===== src/if_consts.svh =====
`ifndef IF_CONSTS_SVH
`define IF_CONSTS_SVH

`default_nettype none

////////////////////
// fetch buffer sizing
////////////////////

// word entries in the fetch fifo
`define IF_FIFO_DEPTH 4

// request credit, depth minus current occupancy
`define IF_MAX_OUTSTANDING(occ) (`IF_FIFO_DEPTH - (occ))

// low byte of the reset entry, placed over boot_addr[31:8]
`define IF_RST_OFFSET 8'h80

////////////////////
// opcodes emitted by the expander
////////////////////

`define OPC_OP_IMM 7'b0010011
`define OPC_LUI    7'b0110111
`define OPC_OP     7'b0110011
`define OPC_JAL    7'b1101111
`define OPC_LOAD   7'b0000011
`define OPC_STORE  7'b0100011
`define OPC_BRANCH 7'b1100011

`default_nettype wire

`endif


===== src/if_pkg.sv =====
`default_nettype none

package if_pkg;

  // one fetched word, seen whole or as two halfwords
  // lo holds bits 15:0, hi holds bits 31:16
  typedef union packed {
    logic [31:0] word;
    struct packed {
      logic [15:0] hi;
      logic [15:0] lo;
    } half;
  } instr_word_u;

  // offset FSM of the aligner
  // idle only right after reset, before the boot branch
  typedef enum logic [1:0] {
    IDLE,
    WAIT_ALIGNED,
    WAIT_UNALIGNED
  } align_state_e;

endpackage

`default_nettype wire


===== src/fetch_requester.sv =====
`timescale 1ns/1ps
`include "if_consts.svh"
`default_nettype none

module fetch_requester (
  input  logic        clk,
  input  logic        rst_n,
  input  logic        branch_i,
  input  logic [31:0] branch_addr_i,
  input  logic [2:0]  fifo_free_i,
  input  logic        instr_gnt_i,
  input  logic        instr_rvalid_i,
  input  logic [31:0] instr_rdata_i,
  output logic        instr_req_o,
  output logic [31:0] instr_addr_o,
  output logic        resp_valid_o,
  output logic [31:0] resp_rdata_o,
  output logic [31:0] resp_addr_o
);

  logic [31:0] fetch_addr_q;
  logic [31:0] resp_addr_q;
  logic [31:0] req_addr_q;
  logic [31:0] target;
  logic [2:0]  out_q;
  logic [2:0]  stale_q;
  logic [2:0]  in_flight;
  logic [2:0]  credit;
  logic        req_pend_q;
  logic        drop_req_q;
  logic        old_req;
  logic        req_ok;
  logic        gnt_acc;
  logic        live_gnt;
  logic        stale_gnt;
  logic        stale_drop;

  assign target = {branch_addr_i[31:2], 2'b00};

  // responses arriving now leave the in-flight count and enter the fifo together
  assign in_flight = out_q - {2'b00, instr_rvalid_i};
  assign credit    = fifo_free_i - {2'b00, resp_valid_o};
  // on a redirect the fifo is flushed, so the full depth is free
  // no request goes out while reset is held
  assign req_ok    = rst_n &
                     (branch_i ? (in_flight < 3'(`IF_FIFO_DEPTH)) : (in_flight < credit));

  // a request left ungranted across a redirect still has to complete
  assign old_req = req_pend_q & (drop_req_q | branch_i);

  always_comb begin
    if (old_req) begin
      instr_req_o  = 1'b1;
      instr_addr_o = req_addr_q;
    end else if (branch_i) begin
      instr_req_o  = req_ok;
      instr_addr_o = target;
    end else begin
      instr_req_o  = req_ok;
      instr_addr_o = fetch_addr_q;
    end
  end

  assign gnt_acc    = instr_req_o & instr_gnt_i;
  assign live_gnt   = gnt_acc & ~old_req;
  assign stale_gnt  = gnt_acc & old_req;
  assign stale_drop = instr_rvalid_i & (stale_q != 3'd0);

  // stale responses are swallowed here and never reach the fifo
  assign resp_valid_o = instr_rvalid_i & (stale_q == 3'd0) & ~branch_i;
  assign resp_rdata_o = instr_rdata_i;
  assign resp_addr_o  = resp_addr_q;

  always_ff @(posedge clk or negedge rst_n) begin
    if (!rst_n) begin
      fetch_addr_q <= '0;
      resp_addr_q  <= '0;
      out_q        <= '0;
      stale_q      <= '0;
      req_pend_q   <= 1'b0;
      drop_req_q   <= 1'b0;
    end else begin
      out_q      <= out_q + {2'b00, gnt_acc} - {2'b00, instr_rvalid_i};
      req_pend_q <= instr_req_o & ~instr_gnt_i;
      drop_req_q <= old_req & ~instr_gnt_i;
      if (branch_i) begin
        // everything still owed now belongs to the old stream
        stale_q      <= out_q - {2'b00, instr_rvalid_i} + {2'b00, stale_gnt};
        fetch_addr_q <= live_gnt ? target + 32'd4 : target;
        resp_addr_q  <= target;
      end else begin
        stale_q <= stale_q + {2'b00, stale_gnt} - {2'b00, stale_drop};
        if (live_gnt) begin
          fetch_addr_q <= fetch_addr_q + 32'd4;
        end
        if (resp_valid_o) begin
          resp_addr_q <= resp_addr_q + 32'd4;
        end
      end
    end
  end

  // bus address kept for replay while the request waits for a grant
  always_ff @(posedge clk) begin
    req_addr_q <= instr_addr_o;
  end

endmodule

`default_nettype wire


===== src/fetch_fifo.sv =====
`timescale 1ns/1ps
`include "if_consts.svh"
`default_nettype none

module fetch_fifo (
  input  logic                clk,
  input  logic                rst_n,
  input  logic                flush_i,
  input  logic                wr_valid_i,
  input  logic [31:0]         wr_rdata_i,
  input  logic [31:0]         wr_addr_i,
  input  logic                rd_ready_i,
  output logic [2:0]          free_o,
  output logic                rd_valid_o,
  output if_pkg::instr_word_u rd_rdata_o,
  output logic [31:0]         rd_addr_o,
  output logic                rd_next_valid_o,
  output logic [15:0]         rd_next_lo_o
);

  import if_pkg::*;

  localparam int AW = $clog2(`IF_FIFO_DEPTH);

  instr_word_u   data_q [`IF_FIFO_DEPTH];
  logic [31:0]   addr_q [`IF_FIFO_DEPTH];
  logic [AW-1:0] wr_ptr_q;
  logic [AW-1:0] rd_ptr_q;
  logic [AW-1:0] nxt_ptr;
  logic [AW:0]   count_q;
  logic          push;
  logic          pop;

  // flush wins over both sides in the same edge
  assign push = wr_valid_i & ~flush_i;
  assign pop  = rd_valid_o & rd_ready_i & ~flush_i;

  ////////////////////
  // read side
  ////////////////////

  // entry after the head, wraps with the pointer width
  assign nxt_ptr = rd_ptr_q + 1'b1;

  assign rd_valid_o      = (count_q != '0);
  assign rd_next_valid_o = (count_q > (AW+1)'(1));
  assign rd_rdata_o      = data_q[rd_ptr_q];
  assign rd_addr_o       = addr_q[rd_ptr_q];
  // low half of the following word, for splicing an unaligned instruction
  assign rd_next_lo_o    = data_q[nxt_ptr].half.lo;

  assign free_o = 3'(`IF_MAX_OUTSTANDING(count_q));

  ////////////////////
  // pointers and occupancy
  ////////////////////

  always_ff @(posedge clk or negedge rst_n) begin
    if (!rst_n) begin
      wr_ptr_q <= '0;
      rd_ptr_q <= '0;
      count_q  <= '0;
    end else if (flush_i) begin
      wr_ptr_q <= '0;
      rd_ptr_q <= '0;
      count_q  <= '0;
    end else begin
      if (push) begin
        wr_ptr_q <= wr_ptr_q + 1'b1;
      end
      if (pop) begin
        rd_ptr_q <= nxt_ptr;
      end
      case ({push, pop})
        2'b10:   count_q <= count_q + 1'b1;
        2'b01:   count_q <= count_q - 1'b1;
        default: count_q <= count_q;
      endcase
    end
  end

  // storage, word and its fetch address side by side
  always_ff @(posedge clk) begin
    if (push) begin
      data_q[wr_ptr_q].word <= wr_rdata_i;
      addr_q[wr_ptr_q]      <= wr_addr_i;
    end
  end

endmodule

`default_nettype wire


===== src/compressed_expander.sv =====
`timescale 1ns/1ps
`include "if_consts.svh"
`default_nettype none

module compressed_expander (
  input  if_pkg::instr_word_u instr_i,
  output logic [31:0]         instr_o,
  output logic                compressed_o,
  output logic                illegal_o
);

  logic [15:0] c;
  logic [2:0]  funct3;

  assign c            = instr_i.half.lo;
  assign funct3       = c[15:13];
  // anything other than 2'b11 in the low bits is a 16-bit encoding
  assign compressed_o = (c[1:0] != 2'b11);

  always_comb begin
    instr_o   = instr_i.word;
    illegal_o = 1'b0;
    if (compressed_o) begin
      // unsupported encodings fall through as illegal with zero data
      instr_o   = '0;
      illegal_o = 1'b1;
      case ({c[1:0], funct3})
        // c.lw -> lw rd', imm(rs1')
        5'b00_010: begin
          instr_o   = {5'b0, c[5], c[12:10], c[6], 2'b00, 2'b01, c[9:7], 3'b010,
                       2'b01, c[4:2], `OPC_LOAD};
          illegal_o = 1'b0;
        end
        // c.sw -> sw rs2', imm(rs1')
        5'b00_110: begin
          instr_o   = {5'b0, c[5], c[12], 2'b01, c[4:2], 2'b01, c[9:7], 3'b010,
                       c[11:10], c[6], 2'b00, `OPC_STORE};
          illegal_o = 1'b0;
        end
        // c.addi -> addi rd, rd, imm
        5'b01_000: begin
          instr_o   = {{7{c[12]}}, c[6:2], c[11:7], 3'b000, c[11:7], `OPC_OP_IMM};
          illegal_o = 1'b0;
        end
        // c.li -> addi rd, x0, imm
        5'b01_010: begin
          instr_o   = {{7{c[12]}}, c[6:2], 5'b0, 3'b000, c[11:7], `OPC_OP_IMM};
          illegal_o = 1'b0;
        end
        // c.lui, rd x2 would be c.addi16sp and a zero imm is reserved
        5'b01_011: begin
          if (c[11:7] != 5'd2 && {c[12], c[6:2]} != 6'd0) begin
            instr_o   = {{15{c[12]}}, c[6:2], c[11:7], `OPC_LUI};
            illegal_o = 1'b0;
          end
        end
        // c.j -> jal x0, offset
        5'b01_101: begin
          instr_o   = {c[12], c[8], c[10:9], c[6], c[7], c[2], c[11], c[5:3],
                       c[12], {8{c[12]}}, 5'b0, `OPC_JAL};
          illegal_o = 1'b0;
        end
        // c.beqz -> beq rs1', x0, offset
        5'b01_110: begin
          instr_o   = {c[12], {3{c[12]}}, c[6:5], c[2], 5'b0, 2'b01, c[9:7], 3'b000,
                       c[11:10], c[4:3], c[12], `OPC_BRANCH};
          illegal_o = 1'b0;
        end
        // c.mv and c.add, rs2 of zero is jr, jalr or ebreak
        5'b10_100: begin
          if (c[6:2] != 5'd0) begin
            instr_o   = {7'b0, c[6:2], c[12] ? c[11:7] : 5'b0, 3'b000, c[11:7], `OPC_OP};
            illegal_o = 1'b0;
          end
        end
        default: begin
          instr_o   = '0;
          illegal_o = 1'b1;
        end
      endcase
    end
  end

endmodule

`default_nettype wire


===== src/instr_aligner.sv =====
`timescale 1ns/1ps
`include "if_consts.svh"
`default_nettype none

module instr_aligner (
  input  logic                clk,
  input  logic                rst_n,
  input  logic [31:0]         boot_addr_i,
  input  logic                pc_set_i,
  input  logic [31:0]         pc_target_i,
  input  logic                fetch_valid_i,
  input  if_pkg::instr_word_u fetch_rdata_i,
  input  logic [31:0]         fetch_addr_i,
  input  logic                fetch_next_valid_i,
  input  logic [15:0]         fetch_next_lo_i,
  input  logic                instr_ready_i,
  output logic                fetch_ready_o,
  output logic                fetch_branch_o,
  output logic [31:0]         fetch_branch_addr_o,
  output logic                instr_valid_o,
  output logic [31:0]         instr_rdata_o,
  output logic [31:0]         instr_pc_o,
  output logic                instr_compressed_o,
  output logic                instr_illegal_o
);

  import if_pkg::*;

  align_state_e state_q;
  align_state_e state_n;
  instr_word_u  cand;
  logic [31:0]  exp_addr_q;
  logic [31:0]  exp_addr_n;
  logic [31:0]  branch_addr;
  logic [31:0]  cand_pc;
  logic [31:0]  exp_rdata;
  logic         exp_c;
  logic         exp_ill;
  logic         unaligned;
  logic         head_match;
  logic         is_c_lo;
  logic         is_c_hi;
  logic         avail;
  logic         last_half;
  logic         skip;
  logic         take;
  logic         can_load;

  ////////////////////
  // redirect
  ////////////////////

  // pc_set beats the one-time boot branch out of idle
  assign branch_addr         = pc_set_i ? pc_target_i : {boot_addr_i[31:8], `IF_RST_OFFSET};
  assign fetch_branch_o      = pc_set_i | (state_q == IDLE);
  assign fetch_branch_addr_o = {branch_addr[31:2], 2'b00};

  ////////////////////
  // offset FSM
  ////////////////////

  assign unaligned  = (state_q == WAIT_UNALIGNED);
  // words from before a jump do not match and get skipped
  assign head_match = (fetch_addr_i[31:2] == exp_addr_q[31:2]);
  assign is_c_lo    = (fetch_rdata_i.half.lo[1:0] != 2'b11);
  assign is_c_hi    = (fetch_rdata_i.half.hi[1:0] != 2'b11);
  assign can_load   = ~instr_valid_o | instr_ready_i;
  assign cand_pc    = {fetch_addr_i[31:2], unaligned, 1'b0};

  always_comb begin
    cand.word = fetch_rdata_i.word;
    avail     = 1'b0;
    last_half = 1'b0;
    case (state_q)
      WAIT_ALIGNED: begin
        avail     = fetch_valid_i & head_match;
        // a compressed low half leaves the high half in the fifo
        last_half = ~is_c_lo;
      end
      WAIT_UNALIGNED: begin
        // high half first, spliced with the next word's low half
        cand.half.lo = fetch_rdata_i.half.hi;
        cand.half.hi = fetch_next_lo_i;
        avail        = fetch_valid_i & head_match & (is_c_hi | fetch_next_valid_i);
        last_half    = 1'b1;
      end
      default: begin
        avail     = 1'b0;
        last_half = 1'b0;
      end
    endcase

    skip = fetch_valid_i & ~head_match & (state_q != IDLE);
    take = avail & can_load & ~pc_set_i;

    // pop exactly when the head's last halfword is gone
    fetch_ready_o = ~fetch_branch_o & (skip | (take & last_half));

    state_n    = state_q;
    exp_addr_n = exp_addr_q;
    if (take) begin
      if (unaligned) begin
        state_n = is_c_hi ? WAIT_ALIGNED : WAIT_UNALIGNED;
      end else begin
        state_n = is_c_lo ? WAIT_UNALIGNED : WAIT_ALIGNED;
      end
      if (last_half) begin
        exp_addr_n = exp_addr_q + 32'd4;
      end
    end
    if (fetch_branch_o) begin
      state_n    = branch_addr[1] ? WAIT_UNALIGNED : WAIT_ALIGNED;
      exp_addr_n = fetch_branch_addr_o;
    end
  end

  compressed_expander u_expander (
    .instr_i      (cand),
    .instr_o      (exp_rdata),
    .compressed_o (exp_c),
    .illegal_o    (exp_ill)
  );

  ////////////////////
  // IF/ID register
  ////////////////////

  always_ff @(posedge clk or negedge rst_n) begin
    if (!rst_n) begin
      state_q       <= IDLE;
      exp_addr_q    <= '0;
      instr_valid_o <= 1'b0;
    end else begin
      state_q    <= state_n;
      exp_addr_q <= exp_addr_n;
      if (pc_set_i) begin
        instr_valid_o <= 1'b0;
      end else if (can_load) begin
        instr_valid_o <= take;
      end
    end
  end

  // held while decode stalls, take is low then
  always_ff @(posedge clk) begin
    if (take) begin
      instr_rdata_o      <= exp_rdata;
      instr_pc_o         <= cand_pc;
      instr_compressed_o <= exp_c;
      instr_illegal_o    <= exp_ill;
    end
  end

endmodule

`default_nettype wire


===== src/if_stage_top.sv =====
`timescale 1ns/1ps
`default_nettype none

module if_stage_top (
  input  logic        clk,
  input  logic        rst_n,
  input  logic [31:0] boot_addr_i,
  input  logic        pc_set_i,
  input  logic [31:0] pc_target_i,
  input  logic        instr_ready_i,
  input  logic        instr_gnt_i,
  input  logic        instr_rvalid_i,
  input  logic [31:0] instr_rdata_i,
  output logic        instr_req_o,
  output logic [31:0] instr_addr_o,
  output logic        instr_valid_o,
  output logic [31:0] instr_rdata_o,
  output logic [31:0] instr_pc_o,
  output logic        instr_compressed_o,
  output logic        instr_illegal_o
);

  import if_pkg::*;

  // redirect from aligner to requester and fifo
  logic        fetch_branch;
  logic [31:0] fetch_branch_addr;

  // requester to fifo
  logic [2:0]  fifo_free;
  logic        resp_valid;
  logic [31:0] resp_rdata;
  logic [31:0] resp_addr;

  // fifo to aligner
  logic        fetch_valid;
  logic        fetch_ready;
  instr_word_u fetch_rdata;
  logic [31:0] fetch_addr;
  logic        fetch_next_valid;
  logic [15:0] fetch_next_lo;

  fetch_requester u_requester (
    .clk            (clk),
    .rst_n          (rst_n),
    .branch_i       (fetch_branch),
    .branch_addr_i  (fetch_branch_addr),
    .fifo_free_i    (fifo_free),
    .instr_gnt_i    (instr_gnt_i),
    .instr_rvalid_i (instr_rvalid_i),
    .instr_rdata_i  (instr_rdata_i),
    .instr_req_o    (instr_req_o),
    .instr_addr_o   (instr_addr_o),
    .resp_valid_o   (resp_valid),
    .resp_rdata_o   (resp_rdata),
    .resp_addr_o    (resp_addr)
  );

  fetch_fifo u_fifo (
    .clk             (clk),
    .rst_n           (rst_n),
    .flush_i         (fetch_branch),
    .wr_valid_i      (resp_valid),
    .wr_rdata_i      (resp_rdata),
    .wr_addr_i       (resp_addr),
    .rd_ready_i      (fetch_ready),
    .free_o          (fifo_free),
    .rd_valid_o      (fetch_valid),
    .rd_rdata_o      (fetch_rdata),
    .rd_addr_o       (fetch_addr),
    .rd_next_valid_o (fetch_next_valid),
    .rd_next_lo_o    (fetch_next_lo)
  );

  instr_aligner u_aligner (
    .clk                 (clk),
    .rst_n               (rst_n),
    .boot_addr_i         (boot_addr_i),
    .pc_set_i            (pc_set_i),
    .pc_target_i         (pc_target_i),
    .fetch_valid_i       (fetch_valid),
    .fetch_rdata_i       (fetch_rdata),
    .fetch_addr_i        (fetch_addr),
    .fetch_next_valid_i  (fetch_next_valid),
    .fetch_next_lo_i     (fetch_next_lo),
    .instr_ready_i       (instr_ready_i),
    .fetch_ready_o       (fetch_ready),
    .fetch_branch_o      (fetch_branch),
    .fetch_branch_addr_o (fetch_branch_addr),
    .instr_valid_o       (instr_valid_o),
    .instr_rdata_o       (instr_rdata_o),
    .instr_pc_o          (instr_pc_o),
    .instr_compressed_o  (instr_compressed_o),
    .instr_illegal_o     (instr_illegal_o)
  );

endmodule

`default_nettype wire


===== config.mk =====
export PLATFORM = sky130hd
export DESIGN_NAME = if_stage_top
export DESIGN_NICKNAME = d
export VERILOG_FILES = /design/src/if_pkg.sv /design/src/fetch_requester.sv /design/src/fetch_fifo.sv /design/src/compressed_expander.sv /design/src/instr_aligner.sv /design/src/if_stage_top.sv
export VERILOG_INCLUDE_DIRS = /design/src
export SDC_FILE = /design/constraint.sdc
export NUM_CORES = 1
export LEC_CHECK = 0
export BUFFER_PORTS_ARGS = -buffer_cell sky130_fd_sc_hd__buf_2
export CORE_MARGIN = 5
export CORE_UTILIZATION = 41
export CTS_CLUSTER_SIZE = 12
export DETAILED_ROUTE_END_ITERATION = 12
export PLACE_DENSITY = 0.58
export SLEW_MARGIN = 20
export SYNTH_ARGS = -nofsm -noshare
export SYNTH_HDL_FRONTEND = slang
export SYNTH_SLANG_ARGS = --single-unit

===== constraint.sdc =====
create_clock -name clk -period 6.7 [get_ports clk]
set_input_delay 1.34 -clock clk [delete_from_list [all_inputs] [get_ports clk]]
set_output_delay 1.34 -clock clk [all_outputs]
set_load 0.005 [all_outputs]

==> results.sh <==
export IMPL_reg2reg_slack_ps=2160
export IMPL_slew_headroom_pct=31.6
export IMPL_avgSynthCellArea_um2=13.5
export IMPL_cp_startpoint="instr_rvalid_i"
export IMPL_ant_nets=0
export IMPL_numPlacedInstances=2385
export IMPL_reg2reg_to="u_aligner.instr_rdata_o[8]$_DFFE_PP_"
export IMPL_post_cts_buffers=0
export IMPL_ios=202
export IMPL_dp_hpwl_mm=37.7
export IMPL_route_met2_wl_mm=24.0
export IMPL_wl_per_cell_um=21.6
export IMPL_die_h_um=237
export IMPL_wl_met3_mm=2.89
export IMPL_crit_required_ps=5360
export IMPL_drt_iter0_drc=1116
export IMPL_layout_commonest_cell="edfxtp_1"
export IMPL_worst_setup_path_type="in2out"
export IMPL_syn_instance_count=1565
export IMPL_worstReg2RegStart="u_fifo.rd_ptr_q[1]$_DFFE_PN0P_"
export IMPL_synth_ff_type="edfxtp_1"
export IMPL_crit_path_max_incr_delay_ps=330
export IMPL_synth_top_cell_area_share_pct=44.5
export IMPL_gp_congestion=0.860
export IMPL_setup_tns_ps=0
export IMPL_synth_async_sr_flop_share_pct=23.8
export IMPL_highest_layer="met4"
export IMPL_ff2ff_path_depth=8
export IMPL_vias=13720
export IMPL_crit_fanout=10
export IMPL_drv_cap=0
export IMPL_drc=0
export IMPL_finalNetCount=1888
export IMPL_power_per_cell_area_nw_per_um2=350
export IMPL_core_area_um2=51200
export IMPL_seq_area_frac_synth_pct=60.3
export IMPL_hold_end="u_requester.req_addr_q[12]$_DFF_P_"
export IMPL_setup_viol=0
export IMPL_finalHoldViolCount=0
export IMPL_layout_drive_gt1_share_pct=22.7
export IMPL_final_cell_mix="313 x edfxtp_1, 190 x buf_2, 123 x nand2_1"
export IMPL_synthesis_area_um2=21100
export IMPL_areaGrowthSynthToFinish_pct=15.1
export IMPL_syn_nets=1697
export IMPL_fin_skew_ps=18.6
export IMPL_grt_antenna_before_repair=1
export IMPL_root_buffer="clkbuf_16"
export IMPL_portBuffers=191
export IMPL_end_kind="primary output"
export IMPL_row_count=83
export IMPL_max_freq_ghz=0.198
export IMPL_hold_path_class="reg2reg"
export IMPL_place_area_um2=22800
export IMPL_die_x_um=237
export IMPL_ys_seq_elements=453
export IMPL_slew_violations=0
export IMPL_cts_htree_levels=2
export IMPL_layout_setup_ws_ps=1640
export IMPL_start_util_pct=41.2
export IMPL_grt_pass1_vias=13667
export IMPL_ys_types=72
export IMPL_dieArea_um2=56100
export IMPL_insertion_delay_ps=580
export IMPL_ir_worst_vdd_v=0.000195
export IMPL_cts_buffer_depth=3
export IMPL_pre_cts_ws_ps=1650
export IMPL_grt_first_pass_wirelength_mm=82.9
export IMPL_numClockSinks=453
export IMPL_finalCritPeriodShare_pct=75.5
export IMPL_yosys_top_cells_area="edfxtp_1 45%, dfrtp_1 13%, mux4_2 8.9%"
export IMPL_met1Wirelength_mm=25.3
export IMPL_crit_chain="buf_2 -> and2_1 -> nand2_1 -> ha_1 -> ha_1 -> inv_1 -> ha_1 -> a21boi_0 -> o21ai_0 -> a21o_1 -> a21oi_1 -> inv_1 -> buf_2"
export IMPL_whs_path_depth=2
export IMPL_synth_edf_count=313
export IMPL_grt_overflow_total=0
export IMPL_final_cells=2477
export IMPL_yosysWarningCount=0
export IMPL_postRouteWirelength_mm=53.4
export IMPL_fillCellCount=4534
export IMPL_worst_slew_pin_slew_ps=1030
export IMPL_ctsHoldBuffers=0
export IMPL_path_clk_slew_ps=60
export IMPL_cts_made_buffers=49
export IMPL_status="finished, final reports clean"
export IMPL_cts_resized=0
export IMPL_min_period_ps=5060
export IMPL_firstDrtPassIters=5
export IMPL_arrival_ps=3720
export IMPL_drt_vias_per_instance=5.54
export IMPL_crit_slowest_cell="and2_1"
export IMPL_synth_top_area_cell="edfxtp_1"
export IMPL_hold_path_startpoint="u_requester.req_addr_q[12]$_DFF_P_"
export IMPL_stdcell_area_um2=24300
export IMPL_cp_start_kind="input pin"
export IMPL_rsz0062_at_grt="false"
export IMPL_grt_max_degree=64
export IMPL_p_leak_nw=8.55
export IMPL_track_usage_pct=18.8
export IMPL_crit_top_cell="ha_1"
export IMPL_cts_tree="built"
==> synthesized netlist by cell type, types with 9 or more instances <==
master	number
edfxtp_1	313
nand2_1	123
nor2_1	115
dfrtp_1	108
xnor2_1	92
mux4_2	83
a21oi_1	78
mux2i_1	51
o21ai_0	46
xor2_1	45
nand3_1	44
inv_1	39
clkbuf_1	38
nand4_1	35
dfxtp_1	32
ha_1	28
and3_1	25
o31ai_1	24
nor3_1	22
mux2_2	19
and2_1	15
a31oi_1	14
buf_2	14
buf_1	13
o221ai_1	12
nor4_2	10
and4_1	9
==> registers in the layout (all words and copies together) (netlist names), 3 cells and up <==
name,count
u_fifo.count_q,3
u_aligner.instr_pc_o,31
u_fifo.addr_q,120
u_requester.req_addr_q,32
u_requester.stale_q,3
u_fifo.data_q,128
u_aligner.exp_addr_q,30
u_requester.fetch_addr_q,30
u_aligner.instr_rdata_o,32
u_requester.resp_addr_o,30
u_requester.out_q,3
==> power breakdown <==
| group | internal (W) | switching (W) |
|---|---|---|
| Combinational | 0.000884 | 0.00128 |
| Sequential | 0.00343 | 0.000347 |
| Clock | 0.00148 | 0.00107 |
| Total | 0.00580 | 0.00270 |
==> cell families (layout without fill, tap and decap cells) <==
| kind of cell | count (synthesis) | after routing | share of synthesized area [%] |
|---|---|---|---|
| buf+inv | 113 | 343 | 2.29 |
| compound gates | 235 | 235 | 7.05 |
| mux | 153 | 153 | 12.3 |
| other cells | 1 | 3 | 0.0178 |
| simple gates | 443 | 443 | 10.5 |
| flops | 453 | 453 | 60.3 |
| fa+ha+maj | 30 | 30 | 1.85 |
| xor+xnor | 137 | 137 | 5.68 |
==> per-stage QoR <==
step | utilization [%] | total power [W] | hold slack (ps)
after global routing | 47.5 | 0.00896 | 474
after CTS | 47.5 | 0.00858 | 457
final | 47.5 | 0.00850 | 456
after global placement | 44.5 | 0.00595 | 440
after detailed placement | 44.5 | 0.00599 | 439
after floorplan | - | 0.00524 | 446
==> area by class of cell <==
class	count	area, um^2	area share, %
antenna	2	5.00	0.0206
clock buffer	72	1370	5.62
clock inverter	18	138	0.566
inverter	40	150	0.618
multi-input combinational	999	7910	32.5
sequential	453	12700	52.5
tap	680	851	3.50
timing repair buffer	213	1140	4.68
==> worst max-delay path, delay by kind of cell <==
| family | cells | cell delay, ps |
|---|---|---|
| buffers and inverters | 4 | 350 |
| AO/OA/AOI/OAI | 4 | 810 |
| adder cells (fa/ha/maj) | 3 | 730 |
| AND/OR/NAND/NOR | 2 | 490 |
==> worst max-delay path by stage <==
stage	to	slack (ps)	depth (start not counted)
after floorplan	instr_req_o	1390	14
after global placement	instr_req_o	1630	13
after detailed placement	instr_req_o	1650	13
after CTS	instr_addr_o[19]	1610	8
after global routing	instr_req_o	1390	13
final	instr_req_o	1640	13
==> layer usage <==
layer	vias up	track usage, %
met5	-	0
met4	0	4.44
met3	74	3.05
met2	420	28.5
met1	6910	28.4
li1	6316	-
Note: power is estimated with default switching activity, not from simulation.
